===== src/if_bus_pkg.sv =====
/*
  Instruction memory bus types for the fetch stage.
  The memory accepts every request and answers each one exactly once, in order.
  No ready signal exists; flow control is done by fetch credits.
*/

package if_bus_pkg;

  // Data and address width
  localparam int unsigned XLEN = 32;

  ////////////////////
  // Request channel
  ////////////////////

  // Word aligned fetch request, accepted in the cycle it is valid
  typedef struct packed {
    logic            valid;
    logic [XLEN-1:0] addr;
  } fetch_req_t;

  ////////////////////
  // Response channel
  ////////////////////

  // One response per request, at least one cycle after it
  typedef struct packed {
    logic            valid;
    logic [XLEN-1:0] rdata;
    logic            err;    // bus error on this word
  } fetch_rsp_t;

endpackage


===== src/if_ctrl_pkg.sv =====
/*
  Controller command, target address and pipeline payload types of the fetch stage.
  Only 32-bit aligned fetch is supported; targets have their two low bits dropped.
  Interrupt vectoring uses a 5-bit id on top of a 25-bit mtvec base.
*/

package if_ctrl_pkg;

  localparam int unsigned IRQ_ID_W = 5;
  localparam int unsigned MTVEC_W  = 25;

  ////////////////////
  // PC source select
  ////////////////////

  typedef enum logic [2:0] {
    PC_BOOT     = 3'd0,
    PC_JUMP     = 3'd1,
    PC_BRANCH   = 3'd2,
    PC_MRET     = 3'd3,
    PC_TRAP_EXC = 3'd4,
    PC_TRAP_IRQ = 3'd5
  } pc_mux_e;

  // Command from the controller, sampled every cycle
  typedef struct packed {
    logic                pc_set;   // redirect fetch this cycle
    pc_mux_e             pc_mux;
    logic [IRQ_ID_W-1:0] irq_id;   // vector index for PC_TRAP_IRQ
    logic                halt_if;  // hold IF, nothing goes to ID
    logic                kill_if;  // drop whatever is in IF
  } ctrl_if_t;

  // Candidate redirect addresses
  typedef struct packed {
    logic [if_bus_pkg::XLEN-1:0] boot_addr;
    logic [if_bus_pkg::XLEN-1:0] jump_target;
    logic [if_bus_pkg::XLEN-1:0] branch_target;
    logic [if_bus_pkg::XLEN-1:0] mepc;
    logic [MTVEC_W-1:0]          mtvec_base;
  } pc_targets_t;

  ////////////////////
  // Fetch side state
  ////////////////////

  typedef enum logic {
    FS_IDLE  = 1'b0,
    FS_FETCH = 1'b1
  } fetch_state_e;

  // One prefetched word with its address
  typedef struct packed {
    logic [if_bus_pkg::XLEN-1:0] pc;
    logic [if_bus_pkg::XLEN-1:0] instr;
    logic                        err;
  } fetch_entry_t;

  // IF/ID pipeline payload
  typedef struct packed {
    logic                        valid;
    logic [if_bus_pkg::XLEN-1:0] pc;
    logic [if_bus_pkg::XLEN-1:0] instr;
    logic                        abort_op;  // set for bus errors
  } if_id_t;

endpackage


===== src/fetch_addr_gen.sv =====
/*
  Next-PC selection and sequential request issue.
  At most FETCH_DEPTH requests and buffered words exist together; the count is held as credits.
  Nothing is fetched before the first pc_set. Requests leave from a register.
*/
`timescale 1ns/10ps

module fetch_addr_gen #(
  parameter int unsigned FETCH_DEPTH = 3
) (
  input  logic                          clk,
  input  logic                          rst_n,
  input  if_ctrl_pkg::ctrl_if_t         ctrl_i,
  input  if_ctrl_pkg::pc_targets_t      targets_i,
  input  logic [1:0]                    credit_ret_i,
  output if_bus_pkg::fetch_req_t        fetch_req_o,
  output logic                          flush_o,
  output logic [if_bus_pkg::XLEN-1:0]   flush_pc_o,
  output logic                          idle_o
);

  localparam int unsigned CNT_W = $clog2(FETCH_DEPTH + 1);

  if_ctrl_pkg::fetch_state_e   state_q;
  logic [if_bus_pkg::XLEN-1:0] target_addr;
  logic [if_bus_pkg::XLEN-1:0] issue_addr;
  logic [if_bus_pkg::XLEN-1:0] fetch_addr_q;
  logic [if_bus_pkg::XLEN-1:0] req_addr_q;
  logic                        req_valid_q;
  logic                        fetching;
  logic                        issue;
  logic [CNT_W-1:0]            credits_q;
  logic [CNT_W-1:0]            credits_avail;

  ////////////////////
  // Target select
  ////////////////////

  always_comb begin
    case (ctrl_i.pc_mux)
      if_ctrl_pkg::PC_BOOT:     target_addr = {targets_i.boot_addr[31:2], 2'b00};
      if_ctrl_pkg::PC_JUMP:     target_addr = {targets_i.jump_target[31:2], 2'b00};
      if_ctrl_pkg::PC_BRANCH:   target_addr = {targets_i.branch_target[31:2], 2'b00};
      if_ctrl_pkg::PC_MRET:     target_addr = {targets_i.mepc[31:2], 2'b00};
      // Exceptions share the base of the vector table
      if_ctrl_pkg::PC_TRAP_EXC: target_addr = {targets_i.mtvec_base, 7'h00};
      // Interrupts are vectored, one word per id
      if_ctrl_pkg::PC_TRAP_IRQ: target_addr = {targets_i.mtvec_base, ctrl_i.irq_id, 2'b00};
      default:                  target_addr = {targets_i.boot_addr[31:2], 2'b00};
    endcase
  end

  // Redirect goes to the buffer in the same cycle
  assign flush_o    = ctrl_i.pc_set;
  assign flush_pc_o = target_addr;

  ////////////////////
  // Credits and issue
  ////////////////////

  // Credits returned this cycle can be spent right away
  assign credits_avail = credits_q + CNT_W'(credit_ret_i);

  // A redirect starts fetching in its own cycle
  assign fetching   = ctrl_i.pc_set || (state_q == if_ctrl_pkg::FS_FETCH);
  assign issue      = fetching && (credits_avail != '0);
  assign issue_addr = ctrl_i.pc_set ? target_addr : fetch_addr_q;

  always_ff @(posedge clk or negedge rst_n) begin
    if (!rst_n) begin
      state_q     <= if_ctrl_pkg::FS_IDLE;
      credits_q   <= CNT_W'(FETCH_DEPTH);
      req_valid_q <= 1'b0;
    end else begin
      if (ctrl_i.pc_set) begin
        state_q <= if_ctrl_pkg::FS_FETCH;
      end
      credits_q   <= credits_avail - CNT_W'(issue);
      req_valid_q <= issue;
    end
  end

  // Address of the next word and the one on the bus
  always_ff @(posedge clk) begin
    if (issue) begin
      req_addr_q   <= issue_addr;
      fetch_addr_q <= issue_addr + 32'd4;
    end else if (ctrl_i.pc_set) begin
      fetch_addr_q <= target_addr;
    end
  end

  assign fetch_req_o.valid = req_valid_q;
  assign fetch_req_o.addr  = req_addr_q;

  // All credits home means nothing in flight or stored
  assign idle_o = (credits_q == CNT_W'(FETCH_DEPTH));

endmodule


===== src/prefetch_buffer.sv =====
/*
  Circular buffer of fetched words with in-flight tracking.
  A flush turns every outstanding request into a discard; late words are dropped.
  Credits go back one per pop, per discarded word and per flushed entry (one per cycle).
*/
`timescale 1ns/10ps

module prefetch_buffer #(
  parameter int unsigned FETCH_DEPTH = 3
) (
  input  logic                          clk,
  input  logic                          rst_n,
  input  if_bus_pkg::fetch_req_t        fetch_req_i,
  input  if_bus_pkg::fetch_rsp_t        fetch_rsp_i,
  input  logic                          flush_i,
  input  logic [if_bus_pkg::XLEN-1:0]   flush_pc_i,
  input  logic                          pop_i,
  output logic                          head_valid_o,
  output if_ctrl_pkg::fetch_entry_t     head_o,
  output logic [1:0]                    credit_ret_o,
  output logic                          empty_o
);

  localparam int unsigned CNT_W = $clog2(FETCH_DEPTH + 1);
  localparam int unsigned PTR_W = (FETCH_DEPTH > 1) ? $clog2(FETCH_DEPTH) : 1;

  logic [if_bus_pkg::XLEN-1:0] data_mem [FETCH_DEPTH];
  logic                        err_mem  [FETCH_DEPTH];

  logic [PTR_W-1:0]            wr_ptr_q;
  logic [PTR_W-1:0]            rd_ptr_q;
  logic [CNT_W-1:0]            count_q;
  logic [CNT_W-1:0]            inflight_q;
  logic [CNT_W-1:0]            discard_q;
  logic [CNT_W-1:0]            release_q;
  logic [if_bus_pkg::XLEN-1:0] head_pc_q;
  logic                        store;
  logic                        drop;
  logic                        release_one;

  // Wrap for depths that are not a power of two
  function automatic logic [PTR_W-1:0] ptr_inc(input logic [PTR_W-1:0] ptr);
    logic [PTR_W-1:0] nxt;
    if (ptr == PTR_W'(FETCH_DEPTH - 1)) begin
      nxt = '0;
    end else begin
      nxt = ptr + 1'b1;
    end
    return nxt;
  endfunction

  ////////////////////
  // Response sorting
  ////////////////////

  // Everything arriving in a flush cycle belongs to the old stream
  assign drop  = fetch_rsp_i.valid && (flush_i || (discard_q != '0));
  assign store = fetch_rsp_i.valid && !drop;

  // Flushed entries hand their credits back one at a time
  assign release_one = (release_q != '0);

  assign credit_ret_o = 2'(pop_i) + 2'(drop) + 2'(release_one);

  always_ff @(posedge clk or negedge rst_n) begin
    if (!rst_n) begin
      wr_ptr_q   <= '0;
      rd_ptr_q   <= '0;
      count_q    <= '0;
      inflight_q <= '0;
      discard_q  <= '0;
      release_q  <= '0;
    end else if (flush_i) begin
      wr_ptr_q   <= '0;
      rd_ptr_q   <= '0;
      count_q    <= '0;
      inflight_q <= '0;
      // Old requests, including one on the bus now, are still owed a response
      discard_q  <= discard_q + inflight_q + CNT_W'(fetch_req_i.valid) - CNT_W'(drop);
      release_q  <= release_q - CNT_W'(release_one) + count_q - CNT_W'(pop_i);
    end else begin
      if (store) begin
        wr_ptr_q <= ptr_inc(wr_ptr_q);
      end
      if (pop_i) begin
        rd_ptr_q <= ptr_inc(rd_ptr_q);
      end
      count_q    <= count_q + CNT_W'(store) - CNT_W'(pop_i);
      inflight_q <= inflight_q + CNT_W'(fetch_req_i.valid) - CNT_W'(store);
      discard_q  <= discard_q - CNT_W'(drop);
      release_q  <= release_q - CNT_W'(release_one);
    end
  end

  ////////////////////
  // Storage
  ////////////////////

  always_ff @(posedge clk) begin
    if (store) begin
      data_mem[wr_ptr_q] <= fetch_rsp_i.rdata;
      err_mem[wr_ptr_q]  <= fetch_rsp_i.err;
    end
  end

  // PC of the oldest entry
  always_ff @(posedge clk) begin
    if (flush_i) begin
      head_pc_q <= flush_pc_i;
    end else if (pop_i) begin
      head_pc_q <= head_pc_q + 32'd4;
    end
  end

  assign head_valid_o = (count_q != '0);
  assign head_o.pc    = head_pc_q;
  assign head_o.instr = data_mem[rd_ptr_q];
  assign head_o.err   = err_mem[rd_ptr_q];

  // Nothing stored, owed or waiting to be released
  assign empty_o = (count_q == '0) && (inflight_q == '0) &&
                   (discard_q == '0) && (release_q == '0);

endmodule


===== src/if_id_reg.sv =====
/*
  IF/ID pipeline register.
  Loads only while ID is ready and holds otherwise.
  Halt and kill keep the head in the buffer and send a bubble.
*/
`timescale 1ns/10ps

module if_id_reg (
  input  logic                       clk,
  input  logic                       rst_n,
  input  if_ctrl_pkg::ctrl_if_t      ctrl_i,
  input  logic                       head_valid_i,
  input  if_ctrl_pkg::fetch_entry_t  head_i,
  input  logic                       id_ready_i,
  output logic                       pop_o,
  output if_ctrl_pkg::if_id_t        if_id_o
);

  logic                      instr_valid;
  logic                      valid_q;
  if_ctrl_pkg::fetch_entry_t payload_q;

  // Head may move on only when it is not halted or killed
  assign instr_valid = head_valid_i && !ctrl_i.halt_if && !ctrl_i.kill_if;

  // Take the head when ID accepts
  assign pop_o = instr_valid && id_ready_i;

  ////////////////////
  // Pipeline register
  ////////////////////

  always_ff @(posedge clk or negedge rst_n) begin
    if (!rst_n) begin
      valid_q <= 1'b0;
    end else if (id_ready_i) begin
      valid_q <= instr_valid;
    end
  end

  always_ff @(posedge clk) begin
    if (pop_o) begin
      payload_q <= head_i;
    end
  end

  assign if_id_o.valid    = valid_q;
  assign if_id_o.pc       = payload_q.pc;
  assign if_id_o.instr    = payload_q.instr;
  // Bus error aborts the operation in later stages
  assign if_id_o.abort_op = payload_q.err;

endmodule


===== src/if_stage.sv =====
/*
  Instruction fetch stage, 32-bit aligned fetch only.
  FETCH_DEPTH sets buffer size and credit count, valid from 2 to 4.
  The controller is expected to raise kill_if with every pc_set.
*/
`timescale 1ns/10ps

module if_stage #(
  parameter int unsigned FETCH_DEPTH = 3
) (
  input  logic                      clk,
  input  logic                      rst_n,
  input  if_ctrl_pkg::ctrl_if_t     ctrl_i,
  input  if_ctrl_pkg::pc_targets_t  targets_i,
  output if_bus_pkg::fetch_req_t    fetch_req_o,
  input  if_bus_pkg::fetch_rsp_t    fetch_rsp_i,
  output if_ctrl_pkg::if_id_t       if_id_o,
  input  logic                      id_ready_i,
  output logic                      if_busy_o
);

  logic                        flush;
  logic [if_bus_pkg::XLEN-1:0] flush_pc;
  logic [1:0]                  credit_ret;
  logic                        idle;
  logic                        empty;
  logic                        head_valid;
  if_ctrl_pkg::fetch_entry_t   head;
  logic                        pop;

  // Request side
  fetch_addr_gen #(
    .FETCH_DEPTH  (FETCH_DEPTH)
  ) u_addr_gen (
    .clk          (clk),
    .rst_n        (rst_n),
    .ctrl_i       (ctrl_i),
    .targets_i    (targets_i),
    .credit_ret_i (credit_ret),
    .fetch_req_o  (fetch_req_o),
    .flush_o      (flush),
    .flush_pc_o   (flush_pc),
    .idle_o       (idle)
  );

  // Response storage
  prefetch_buffer #(
    .FETCH_DEPTH  (FETCH_DEPTH)
  ) u_prefetch (
    .clk          (clk),
    .rst_n        (rst_n),
    .fetch_req_i  (fetch_req_o),
    .fetch_rsp_i  (fetch_rsp_i),
    .flush_i      (flush),
    .flush_pc_i   (flush_pc),
    .pop_i        (pop),
    .head_valid_o (head_valid),
    .head_o       (head),
    .credit_ret_o (credit_ret),
    .empty_o      (empty)
  );

  // Output to decode
  if_id_reg u_if_id (
    .clk          (clk),
    .rst_n        (rst_n),
    .ctrl_i       (ctrl_i),
    .head_valid_i (head_valid),
    .head_i       (head),
    .id_ready_i   (id_ready_i),
    .pop_o        (pop),
    .if_id_o      (if_id_o)
  );

  // Busy while any credit is out or any word is held
  assign if_busy_o = !(idle && empty);

endmodule


===== config.mk =====
export PLATFORM = sky130hd
export DESIGN_NAME = if_stage
export DESIGN_NICKNAME = d
export VERILOG_FILES = /design/src/if_bus_pkg.sv /design/src/if_ctrl_pkg.sv /design/src/fetch_addr_gen.sv /design/src/prefetch_buffer.sv /design/src/if_id_reg.sv /design/src/if_stage.sv
export SDC_FILE = /design/constraint.sdc
export NUM_CORES = 1
export LEC_CHECK = 0
export ABC_CLOCK_PERIOD_IN_PS = 5750
export BUFFER_PORTS_ARGS = -buffer_cell sky130_fd_sc_hd__buf_2
export CORE_MARGIN = 3
export CORE_UTILIZATION = 40
export DETAILED_ROUTE_END_ITERATION = 8
export GPL_TIMING_DRIVEN = 0
export PLACE_DENSITY = 0.63
export SETUP_SLACK_MARGIN = 0.5
export SKIP_CTS_REPAIR_TIMING = 1
export SKIP_LAST_GASP = 1
export SLEW_MARGIN = 20
export SYNTH_ARGS = -nofsm -noshare
export SYNTH_HDL_FRONTEND = slang
export SYNTH_SLANG_ARGS = --single-unit

===== constraint.sdc =====
create_clock -name clk -period 5.75 [get_ports clk]
set_input_delay 0.575 -clock clk [delete_from_list [all_inputs] [get_ports clk]]
set_output_delay 0.575 -clock clk [all_outputs]
set_load 0.03 [all_outputs]

=== Yosys cells after proc, flatten, opt, wreduce, memory -nomap -nowiden ===
Memories as Yosys holds them, arrays and structs flattened. A register that Yosys moved wholly into a read port is not among the register bits.
Cells that the tools add are included.

* $add $sub $neg: 19
* Equal/unequal tests: 8
* Muxes and demuxes: 17
* Reductions and logical operators: 26

{| class="wikitable"
|+ Operator list
! kind !! number
|-
| one-hot mux 32 bit (5 select lines) || 1
|-
| 2-to-1 mux 32 bit || 4
|-
| adder 32 x 3 -> 32 bit (second input constant) || 2
|-
| 2-to-1 mux 2 bit || 10
|-
| subtractor 2 x 1 -> 2 bit || 7
|-
| nonzero test 2 bit || 6
|-
| logical AND 1 bit || 10
|-
| adder 2 x 1 -> 2 bit || 4
|-
| logical NOT 2 bit || 4
|-
| adder 2 bit || 3
|-
| == test 2 bit (second input constant) || 3
|-
| == test 3 x 2 -> 1 bit (second input constant) || 2
|-
| == test 3 bit (second input constant) || 2
|-
| adder 2 x 1 -> 2 bit (second input constant) || 2
|-
| logical NOT 1 bit || 4
|-
| == test 3 x 1 -> 1 bit (second input constant) || 1
|-
| adder 1 x 1 -> 2 bit || 1
|-
| logical OR 1 bit || 2
|-
| 2-to-1 mux 1 bit || 2
|}

* Register bits after elaboration: 145
* Bits in writable memories: 99
* Input port bits: 201
* Output and inout bits: 100
* Logic and storage cells: 86
* Memories: 2

{| class="wikitable"
|+ Memory list
! name !! depth !! width !! rd ports !! clocked after Yosys merged registers in !! wr ports !! line !! RTL
|-
| u_prefetch.data_mem || 3 || 32 || 1 || 1 || 1 || prefetch_buffer.sv:27 || <nowiki>logic [if_bus_pkg::XLEN-1:0] data_mem [FETCH_DEPTH];</nowiki>
|-
| u_prefetch.err_mem || 3 || 1 || 1 || 1 || 1 || prefetch_buffer.sv:28 || <nowiki>logic err_mem [FETCH_DEPTH];</nowiki>
|}

=== Logic depth before layout (Yosys ltp) ===
Gate-level depths: netlist (run 1).

* Depth after elaboration: 10
* Gate-level depth with buffers: 15
* Gate-level depth less buffers: 13

=== By module ===
A second synthesis (run 1) with hierarchy kept.

* Cells, all modules: 945
* Area, all modules: 12879.9 sq um

{| class="wikitable"
|+ Modules (own cells, without submodules)
! module !! instances !! cells each !! area an instance (sq um) !! seq. area each (sq um)
|-
| prefetch_buffer || 1 || 485 || 6318.6 || 4234.1
|-
| fetch_addr_gen || 1 || 389 || 4549.4 || 1704.1
|-
| if_id_reg || 1 || 70 || 2008.2 || 1976.9
|-
| if_stage || 1 || 1 || 3.8 || 0.0
|}

=== Least setup slack after synthesis (run 1) ===
OpenSTA, ideal clock, no wires.

* Path kind: input -> register
* Start: input ctrl_i[10] (netlist name)
* End: memory u_prefetch.data_mem[1][0] (netlist name) (enable)
* Arrival: 4.256 ns
* Setup slack: 1.020 ns
* Stages: 7
* Cell sequence: buf_2 > buf_2 > buf_1 > clkbuf_1 > nor3_1 > nand2_1 > nor3b_1

* Word-level cells in the longest chain between the ends: 6

{| class="wikitable"
|+ Ends and longest elaborated chain
! item !! line !! RTL
|-
| start: declaration || if_stage.sv:13 || <nowiki>input if_ctrl_pkg::ctrl_if_t ctrl_i,</nowiki>
|-
| logical OR 1 bit || prefetch_buffer.sv:57 || <nowiki>assign drop = fetch_rsp_i.valid && (flush_i || (discard_q != '0));</nowiki>
|-
| logical AND 1 bit || prefetch_buffer.sv:57 ||
|-
| logical NOT 1 bit || prefetch_buffer.sv:58 || <nowiki>assign store = fetch_rsp_i.valid && !drop;</nowiki>
|-
| logical AND 1 bit || prefetch_buffer.sv:58 ||
|-
| 2-to-1 mux 1 bit || prefetch_buffer.sv:100 || <nowiki>if (store) begin</nowiki>
|-
| 2-to-1 mux 1 bit (not written as such) || prefetch_buffer.sv:101 || <nowiki>data_mem[wr_ptr_q] <= fetch_rsp_i.rdata;</nowiki>
|-
| end: declaration || prefetch_buffer.sv:27 ||
|}

No other way between the ends.

=== Worst setup path after layout (run 1) ===
* Start: input ctrl_i[10] (netlist name)
* End: register u_addr_gen.fetch_addr_q[24] (netlist name)

* Word-level cells in the longest chain between the ends: 8

{| class="wikitable"
|+ Ends and longest elaborated chain
! item !! line !! RTL
|-
| logical OR 1 bit || prefetch_buffer.sv:57 ||
|-
| logical AND 1 bit || prefetch_buffer.sv:57 ||
|-
| adder 1 x 1 -> 2 bit || prefetch_buffer.sv:63 || <nowiki>assign credit_ret_o = 2'(pop_i) + 2'(drop) + 2'(release_one);</nowiki>
|-
| adder 2 x 1 -> 2 bit || prefetch_buffer.sv:63 ||
|-
| adder 2 bit || fetch_addr_gen.sv:62 || <nowiki>assign credits_avail = credits_q + CNT_W'(credit_ret_i);</nowiki>
|-
| nonzero test 2 bit || fetch_addr_gen.sv:66 || <nowiki>assign issue = fetching && (credits_avail != '0);</nowiki>
|-
| logical AND 1 bit (*) || fetch_addr_gen.sv:66 ||
|-
| named net u_addr_gen.issue || fetch_addr_gen.sv:31 || <nowiki>logic issue;</nowiki>
|-
| 2-to-1 mux 32 bit (*) || fetch_addr_gen.sv:85 || <nowiki>if (issue) begin</nowiki>
|-
| end signal: assignment || fetch_addr_gen.sv:87 || <nowiki>fetch_addr_q <= issue_addr + 32'd4;</nowiki>
|-
| end signal: assignment || fetch_addr_gen.sv:89 || <nowiki>fetch_addr_q <= target_addr;</nowiki>
|-
| end: declaration || fetch_addr_gen.sv:27 || <nowiki>logic [if_bus_pkg::XLEN-1:0] fetch_addr_q;</nowiki>
|}

Mark *: on every way through the listed nets, which the timed path passes. The rest lies on a longest branch.
A chain may end at the register's enable or synchronous reset.

==> metrics.csv, run 1 <==
stage,metric,value,unit
place,place_inst,1639,
logic_synthesis,synthCells,946,
logic_synthesis,proportion_of_synthesized_chip_area_in_sequential_cells,63.4,%
floorplanning,die_height,181,um
final_layout,multi_input_area,4040,um^2
detailed_routing,dr_total_vias,8850,
final_layout,finish.cell_count_without_fillers,1691,
timing,final_clock_period_utilization_by_the_worst_path,84.8,%
place,globalplace.congestion,0.992,
detailed_routing,detail_route.drc_violations,0,
status,outcome,finished clean,
logic_synthesis,synth-warning-count,0,
cts,tritoncts_buffers,28,
floorplanning,core_area,30000,um^2
critical_path,setup.reg_to_reg.worst_slack,1590,ps
floorplanning,initial_utilization,41.0,%
cts,clock_tree.htree_level_count,1,
timing,tightestPinTransition,921,ps
detailed_routing,finalWirelength,35100,um
logic_synthesis,yosys_register_bits,273,
global_route,grt_pass1_wl,52600,um
detailed_routing,routed_via_density,5.23,
timing,tns,0,ps
critical_path,critical_path.max_fanout,12,
timing,timing.final.crit_period,4880,ps
critical_path,cp-end-kind,flop,
global_route,grt_start_max_net_pins,35,
floorplanning,die_area,32900,um^2
cts,clk_buf_depth,3,
min_path,hold_depth,1,
final_layout,fillerInstances,2670,
flow_run,maxCapViolCount,0,
floorplanning,rows,63,
logic_synthesis,post_synth_instance_area,12300,um^2
critical_path,critical_path_class,in2reg,
timing,slew_headroom,38.3,%
critical_path,crit_start,ctrl_i[10],
logic_synthesis,yosys-top-cells-count,"sky130_fd_sc_hd__edfxtp_1 (224), sky130_fd_sc_hd__nand2_1 (90), sky130_fd_sc_hd__o21ai_0 (70)",
detailed_routing,drt_first_pass_iters,5,
global_route,overflow_left_after_global_routing,0,
power_and_ir_drop,power.density_cell_area,369,nW/um^2
logic_synthesis,netlist.area_leader.share,54.7,%
min_path,worst_hold_startpoint,fetch_rsp_i[20],
logic_synthesis,avgSynthCellArea,13.0,um^2
detailed_routing,detail_route.wl_per_cell,20.8,um
place,numPortBuffers,288,
final_layout,seq_area,7790,um^2
timing,finalSetupViolations,0,
logic_synthesis,synth_ff_type,sky130_fd_sc_hd__edfxtp_1,
cts,cts-root-buf,sky130_fd_sc_hd__clkbuf_16,
global_route,antenna_found_initial,0,
global_route,via_count_of_the_first_global_routing_pass,8974,
critical_path,r2r_end,u_addr_gen.fetch_addr_q[24],
timing,max_clock_freq,0.205,GHz
timing,final.setup_skew,23.7,ps
critical_path,cp.required,6180,ps
timing,finalMaxSlewViolations,0,
final_layout,diodes,0,
logic_synthesis,yosysMostFrequentCell,sky130_fd_sc_hd__edfxtp_1,
timing,hold_viol,0,
logic_synthesis,postSynth.asyncResetShare,6.23,%
power_and_ir_drop,max_rail_drop_vdd,0.000225,V
min_path,class_of_the_tightest_hold_or_removal_check,in2reg,
critical_path,critPathArrivalTime,5310,ps
cts,cts_tree,done,
logic_synthesis,yosysTopAreaCell,sky130_fd_sc_hd__edfxtp_1,
logic_synthesis,synth-edff-count,224,
global_route,gr-usage-all-layers,20.7,%
logic_synthesis,yosys-top-cells-area,"sky130_fd_sc_hd__edfxtp_1 (55%), sky130_fd_sc_hd__dfxtp_1 (5.2%), sky130_fd_sc_hd__dfrtp_1 (3.1%)",
final_layout,post-route-util,51.2,%
timing,setup_repair_after_global_routing_missed_its_margin,false,
place,dp.final_hpwl,27100,um
detailed_routing,first_iter_violations,484,
final_layout,layout-area-overhead-vs-synth,24.8,%
final_layout,post_route_cells_drive_above_1_share,32.6,%
cts,clk-insertion-delay-late,550,ps
timing,final.hold.worst_slack,234,ps
critical_path,worstReg2RegStart,u_prefetch.count_q[1],
floorplanning,top_level_ports,301,
critical_path,worstSetupStartpointType,input pin,
final_layout,post_layout_nets,1493,
cts,cts.sink_count,273,
power_and_ir_drop,p_leak,5.88,nW
cts,path_clk_slew,70,ps
floorplanning,horizontal_extent_of_the_die,181,um
critical_path,worst_r2r_path_depth,12,
critical_path,timing.critical_path.to,u_addr_gen.fetch_addr_q[24],
logic_synthesis,yosysUniqueCellTypes,74,
detailed_routing,route.antenna.remaining_nets,0,
-- cells in the final DEF, fill, tap and decap left out, drive strengths merged, types with 11 or more instances in the layout --
cell type / count
xor2: 29
clkinv: 11
nand2b: 16
nor2: 23
a211oi: 20
nand4: 11
nand3: 25
nor4b: 12
edfxtp: 224
inv: 41
buf: 335
and2: 12
mux2i: 34
and3: 13
clkbuf: 59
nand2: 92
o21ai: 87
o221ai: 21
nor2b: 14
dfrtp: 15
a21oi: 14
dfxtp: 32
xnor2: 37
nor3b: 31
-- critical path, cell delays in order --
cell	delay, ps
sky130_fd_sc_hd__buf_2	190
sky130_fd_sc_hd__buf_2	280
sky130_fd_sc_hd__buf_2	360
sky130_fd_sc_hd__buf_1	510
sky130_fd_sc_hd__clkbuf_1	630
sky130_fd_sc_hd__nor3_1	180
sky130_fd_sc_hd__nor2b_1	240
sky130_fd_sc_hd__ha_1	220
sky130_fd_sc_hd__xnor3_1	250
sky130_fd_sc_hd__o21a_2	360
sky130_fd_sc_hd__nand2_1	170
sky130_fd_sc_hd__a221oi_2	350
sky130_fd_sc_hd__nand3_4	180
sky130_fd_sc_hd__nor4_4	500
sky130_fd_sc_hd__nand3_1	150
sky130_fd_sc_hd__xnor2_1	150
-- cells by family (layout without fill, tap and decap cells) --
logic type / count (synthesis) / count (layout) / synth area share, %
xor+xnor: 67 / 67 / 4.88
flops: 273 / 273 / 63.4
fa+ha+maj: 12 / 12 / 1.34
other cells: 1 / 2 / 0.0305
buf+inv: 96 / 450 / 3.91
compound gates: 183 / 183 / 10.0
simple gates: 276 / 276 / 13.3
mux: 38 / 38 / 3.13
-- area by class of cell --
type | count | area share [%]
clock inverters | 14 | 0.913
repair buffers | 303 | 10.4
inverters | 41 | 1.02
plain buffers | 55 | 2.13
multi-input cells | 578 | 26.3
well taps | 390 | 3.18
flip-flops and latches | 273 | 50.8
clock buffers | 37 | 5.26
-- report_power, final --
part / total (W) / internal, W / leakage (nW) / switching, W
Combinational: 0.00125 / 0.000420 / 2.84 / 0.000835
Sequential: 0.00258 / 0.00248 / 2.57 / 0.0000999
Clock: 0.00183 / 0.00108 / 0.467 / 0.000747
Total: 0.00566 / 0.00398 / 5.88 / 0.00168
-- worst min path at each step --
stage / to / slack [ps]
floorplan: u_addr_gen.req_valid_q / 280
global placement: u_if_id.if_id_o[63] / 440
CTS: u_prefetch.release_q[1] / -40
global route: u_prefetch.data_mem[2][11] / 210
detailed placement: u_if_id.if_id_o[63] / 440
finish: u_prefetch.data_mem[0][19] / 230
-- stage by stage --
stage | worst slack (ps) | total power, W | area, um^2
3_3_place_gp | -1780 | 0.00382 | 14200
3_5_place_dp | 293 | 0.00387 | 14400
5_1_grt | 521 | 0.00592 | 15300
4_1_cts | 857 | 0.00572 | 15300
2_1_floorplan | 1020 | 0.00342 | 12300
6_report | 872 | 0.00566 | 15300
-- state kept, by name, summed over array words and instances (netlist names) --
name / flops
u_prefetch.data_mem: 96
u_if_id.if_id_o: 63
u_addr_gen.fetch_addr_q: 32
u_addr_gen.req_addr_q: 32
u_prefetch.head_pc_q: 30
u_prefetch.err_mem: 3
u_addr_gen.credits_q: 2
u_prefetch.count_q: 2
u_prefetch.discard_q: 2
u_prefetch.inflight_q: 2
u_prefetch.rd_ptr_q: 2
u_prefetch.release_q: 2
u_prefetch.wr_ptr_q: 2
u_addr_gen.req_valid_q: 1
u_addr_gen.state_q: 1
u_if_id.valid_q: 1
-- per-layer routing --
layer / wire length [um] / GRT usage, % / up-vias / part of all wire [%]
met3: 2830 / 4.85 / 82 / 8.1
met1: 14000 / 26.1 / 4193 / 40
met2: 16900 / 34.9 / 406 / 48
li1: - / - / 4169 / -
met4: 1350 / 7.59 / 0 / 3.8
met5: 0 / 0 / - / 0
(Power assumes the default switching activity.)
==> run 2: changes to the inputs <==
--- a/config.mk
+++ b/config.mk
@@ -5,13 +5,13 @@
 export SDC_FILE = /design/constraint.sdc
 export NUM_CORES = 1
 export LEC_CHECK = 0
-export ABC_CLOCK_PERIOD_IN_PS = 5750
+export ABC_CLOCK_PERIOD_IN_PS = 3950
 export BUFFER_PORTS_ARGS = -buffer_cell sky130_fd_sc_hd__buf_2
 export CORE_MARGIN = 3
 export CORE_UTILIZATION = 40
 export DETAILED_ROUTE_END_ITERATION = 8
 export GPL_TIMING_DRIVEN = 0
-export PLACE_DENSITY = 0.63
+export PLACE_DENSITY = 0.65
 export SETUP_SLACK_MARGIN = 0.5
 export SKIP_CTS_REPAIR_TIMING = 1
 export SKIP_LAST_GASP = 1
==> constraint.sdc (replaced) <==
create_clock -name clk -period 3.95 [get_ports clk]
set_input_delay 0.395 -clock clk [delete_from_list [all_inputs] [get_ports clk]]
set_output_delay 0.395 -clock clk [all_outputs]
set_load 0.03 [all_outputs]
==> run 2 against run 1 <==
Net effect:
- final cell count rose by 0.18%
- register-to-register slack got worse by 920 ps
- largest cell class unchanged
- combinational power rose by 52%
- flip-flop and latch count is the same
- highest routed layer unchanged
- sequential power rose by 47%
- non-clock buffer count is 3 higher
- die area unchanged
- sequential share of layout area shrank 0.30 points
==> metrics.csv, run 2 (synthesis gave the netlist of run 1 again) <==
stage,metric,value,unit,change
timing,final.setup_skew,18.2,ps,-5.50 ps
critical_path,worstSetupStartpointType,flop,,
floorplanning,initial_utilization,41.0,%,unchanged
final_layout,layout-area-overhead-vs-synth,25.6,%,
min_path,class_of_the_tightest_hold_or_removal_check,in2reg,,
place,numPortBuffers,288,,unchanged
power_and_ir_drop,p_leak,5.92,nW,+0.60%
global_route,use_met2,36.1,%,+1.2 points
global_route,gr-usage-all-layers,20.9,%,+0.24 points
cts,cts.sink_count,273,,unchanged
detailed_routing,dr_total_vias,8972,,+1.4%
timing,hold_viol,0,,unchanged
floorplanning,top_level_ports,301,,unchanged
global_route,overflow_left_after_global_routing,0,,unchanged
floorplanning,horizontal_extent_of_the_die,181,um,unchanged
flow_run,maxCapViolCount,0,,unchanged
timing,tightestPinTransition,924,ps,+2.37 ps
detailed_routing,first_iter_violations,583,,+20%
place,placed_area,14400,um^2,+0.12%
final_layout,largest_register_ffs,96,,unchanged
cts,clk_buf_depth,3,,unchanged
floorplanning,die_height,181,um,unchanged
global_route,grt_util_met1,26.8,%,+0.73 points
final_layout,layout.cells.most_common_list,"sky130_fd_sc_hd__buf_2 (298), sky130_fd_sc_hd__edfxtp_1 (224), sky130_fd_sc_hd__nand2_1 (88), sky130_fd_sc_hd__o21ai_0 (70), sky130_fd_sc_hd__inv_1 (39)",,
timing,slew_headroom,37.8,%,-0.46 points
place,globalplace.congestion,1.00,,+0.80%
critical_path,critical_path_class,reg2reg,,
place,dp.final_hpwl,27300,um,+1.1%
timing,finalMaxSlewViolations,0,,unchanged
critical_path,critPathArrivalTime,3700,ps,-1610 ps
timing,finalSetupViolations,0,,unchanged
final_layout,post_layout_nets,1497,,+0.27%
floorplanning,core_area,30000,um^2,unchanged
critical_path,cp-end-kind,flop,,
cts,cts_tree,done,,
cts,path_clk_slew,60,ps,about the same
detailed_routing,routed_via_density,5.30,,+1.2%
detailed_routing,route.antenna.remaining_nets,0,,unchanged
critical_path,cp.required,4370,ps,-1810 ps
global_route,grt_pass1_wl,53300,um,+1.3%
global_route,via_count_of_the_first_global_routing_pass,9049,,+0.84%
timing,timing.final.crit_period,3280,ps,
final_layout,total_non_filler_cell_area_in_the_finished_layout,15400,um^2,+0.60%
detailed_routing,drt_first_pass_iters,6,,+1
cts,tritoncts_buffers,28,,unchanged
final_layout,post_route_cells_drive_above_1_share,33.0,%,+0.39 points
global_route,globalRoute.busiestLayer,met2,,
cts,cts-root-buf,sky130_fd_sc_hd__clkbuf_16,,
timing,setup_repair_after_global_routing_missed_its_margin,false,,
critical_path,critical_path.max_fanout,5,,-7
final_layout,largest_register_by_flop_count,u_prefetch.data_mem,,
cts,clk-insertion-delay-late,540,ps,about the same
global_route,grt.met3_usage,4.01,%,-0.85 points
floorplanning,rows,63,,unchanged
floorplanning,die_area,32900,um^2,unchanged
timing,final.hold.worst_slack,52.6,ps,-181 ps
detailed_routing,finalWirelength,35800,um,+1.9%
status,outcome,finished clean,,
cts,clock_tree.htree_level_count,1,,unchanged
timing,final_clock_period_utilization_by_the_worst_path,83.1,%,
final_layout,diodes,0,,unchanged
power_and_ir_drop,power.density_cell_area,539,nW/um^2,+46%
final_layout,layout_commonest_cell,sky130_fd_sc_hd__buf_2,,
power_and_ir_drop,max_rail_drop_vdd,0.000281,V,+25%
global_route,antenna_found_initial,0,,unchanged
detailed_routing,detail_route.drc_violations,0,,unchanged
timing,max_clock_freq,0.305,GHz,
detailed_routing,detail_route.wl_per_cell,21.1,um,+1.7%
global_route,grt_start_max_net_pins,39,,+11%
[run 2: worst paths after layout]
kind	slack, ps	endpoint	cells after the start	startpoint
max in group asynchronous	3290	u_addr_gen.credits_q[1]	2	rst_n
min in group asynchronous	340	u_addr_gen.req_valid_q	2	rst_n
max	670	u_addr_gen.fetch_addr_q[31]	14	u_prefetch.count_q[0]
min	50	u_prefetch.data_mem[1][19]	1	fetch_rsp_i[20]
max reg2reg	670	u_addr_gen.fetch_addr_q[31]	14	u_prefetch.count_q[0]
min reg2reg	470	u_addr_gen.fetch_addr_q[0]	1	u_addr_gen.fetch_addr_q[0]
[run 2: metrics by stage]
| step | util [%] | setup slack, ps | cells | power, W | TNS (ps) |
|---|---|---|---|---|---|
| after floorplan | - | 515 | 947 | 0.00501 | 0 |
| after global placement | 47.7 | -897 | 1625 | 0.00559 | -103340 |
| after detailed placement | 48.1 | -807 | 1632 | 0.00562 | -16160 |
| after CTS | 51.2 | -328 | 1682 | 0.00828 | -4280 |
| after global routing | 51.5 | 502 | 1694 | 0.00868 | 0 |
| final | 51.5 | 667 | 1694 | 0.00832 | 0 |
[run 2: final cells by class]
type                       count  area (um^2)
sequential                   273         7790
tap                          390          488
timing repair buffer         306         1620
multi-input combinational    579         4110
clock inverter                19          209
inverter                      41          156
clock buffer                  31          712
buffer                        55          343
fill                        2659        14500
[run 2: layer usage]
metal	routed length (um)	vias up	share of wire [%]
li1	-	4184	-
met2	17400	437	49
met3	2890	63	8.1
met1	14400	4288	40
met4	1150	0	3.2
met5	0	-	0
[run 2: report_power, final]
part / switching (W) / leakage, nW / total [W] / internal, W
Sequential: 0.000171 / 2.57 / 0.00378 / 0.00361
Combinational: 0.00125 / 2.89 / 0.00190 / 0.000655
Clock: 0.00107 / 0.449 / 0.00263 / 0.00156
Total: 0.00249 / 5.92 / 0.00832 / 0.00582
[run 2: critical path, stage by stage (launching register included)]
cell                       delay (ps)
sky130_fd_sc_hd__dfrtp_1          340
sky130_fd_sc_hd__o211ai_1         100
sky130_fd_sc_hd__buf_4            160
sky130_fd_sc_hd__fa_1             530
sky130_fd_sc_hd__inv_1             40
sky130_fd_sc_hd__ha_1             200
sky130_fd_sc_hd__xnor3_2          250
sky130_fd_sc_hd__o21a_4           190
sky130_fd_sc_hd__inv_1             80
sky130_fd_sc_hd__a211o_1          250
sky130_fd_sc_hd__nand4b_4         250
sky130_fd_sc_hd__nor4_4           280
sky130_fd_sc_hd__buf_4            190
sky130_fd_sc_hd__nand4_1          130
sky130_fd_sc_hd__xnor2_1          160
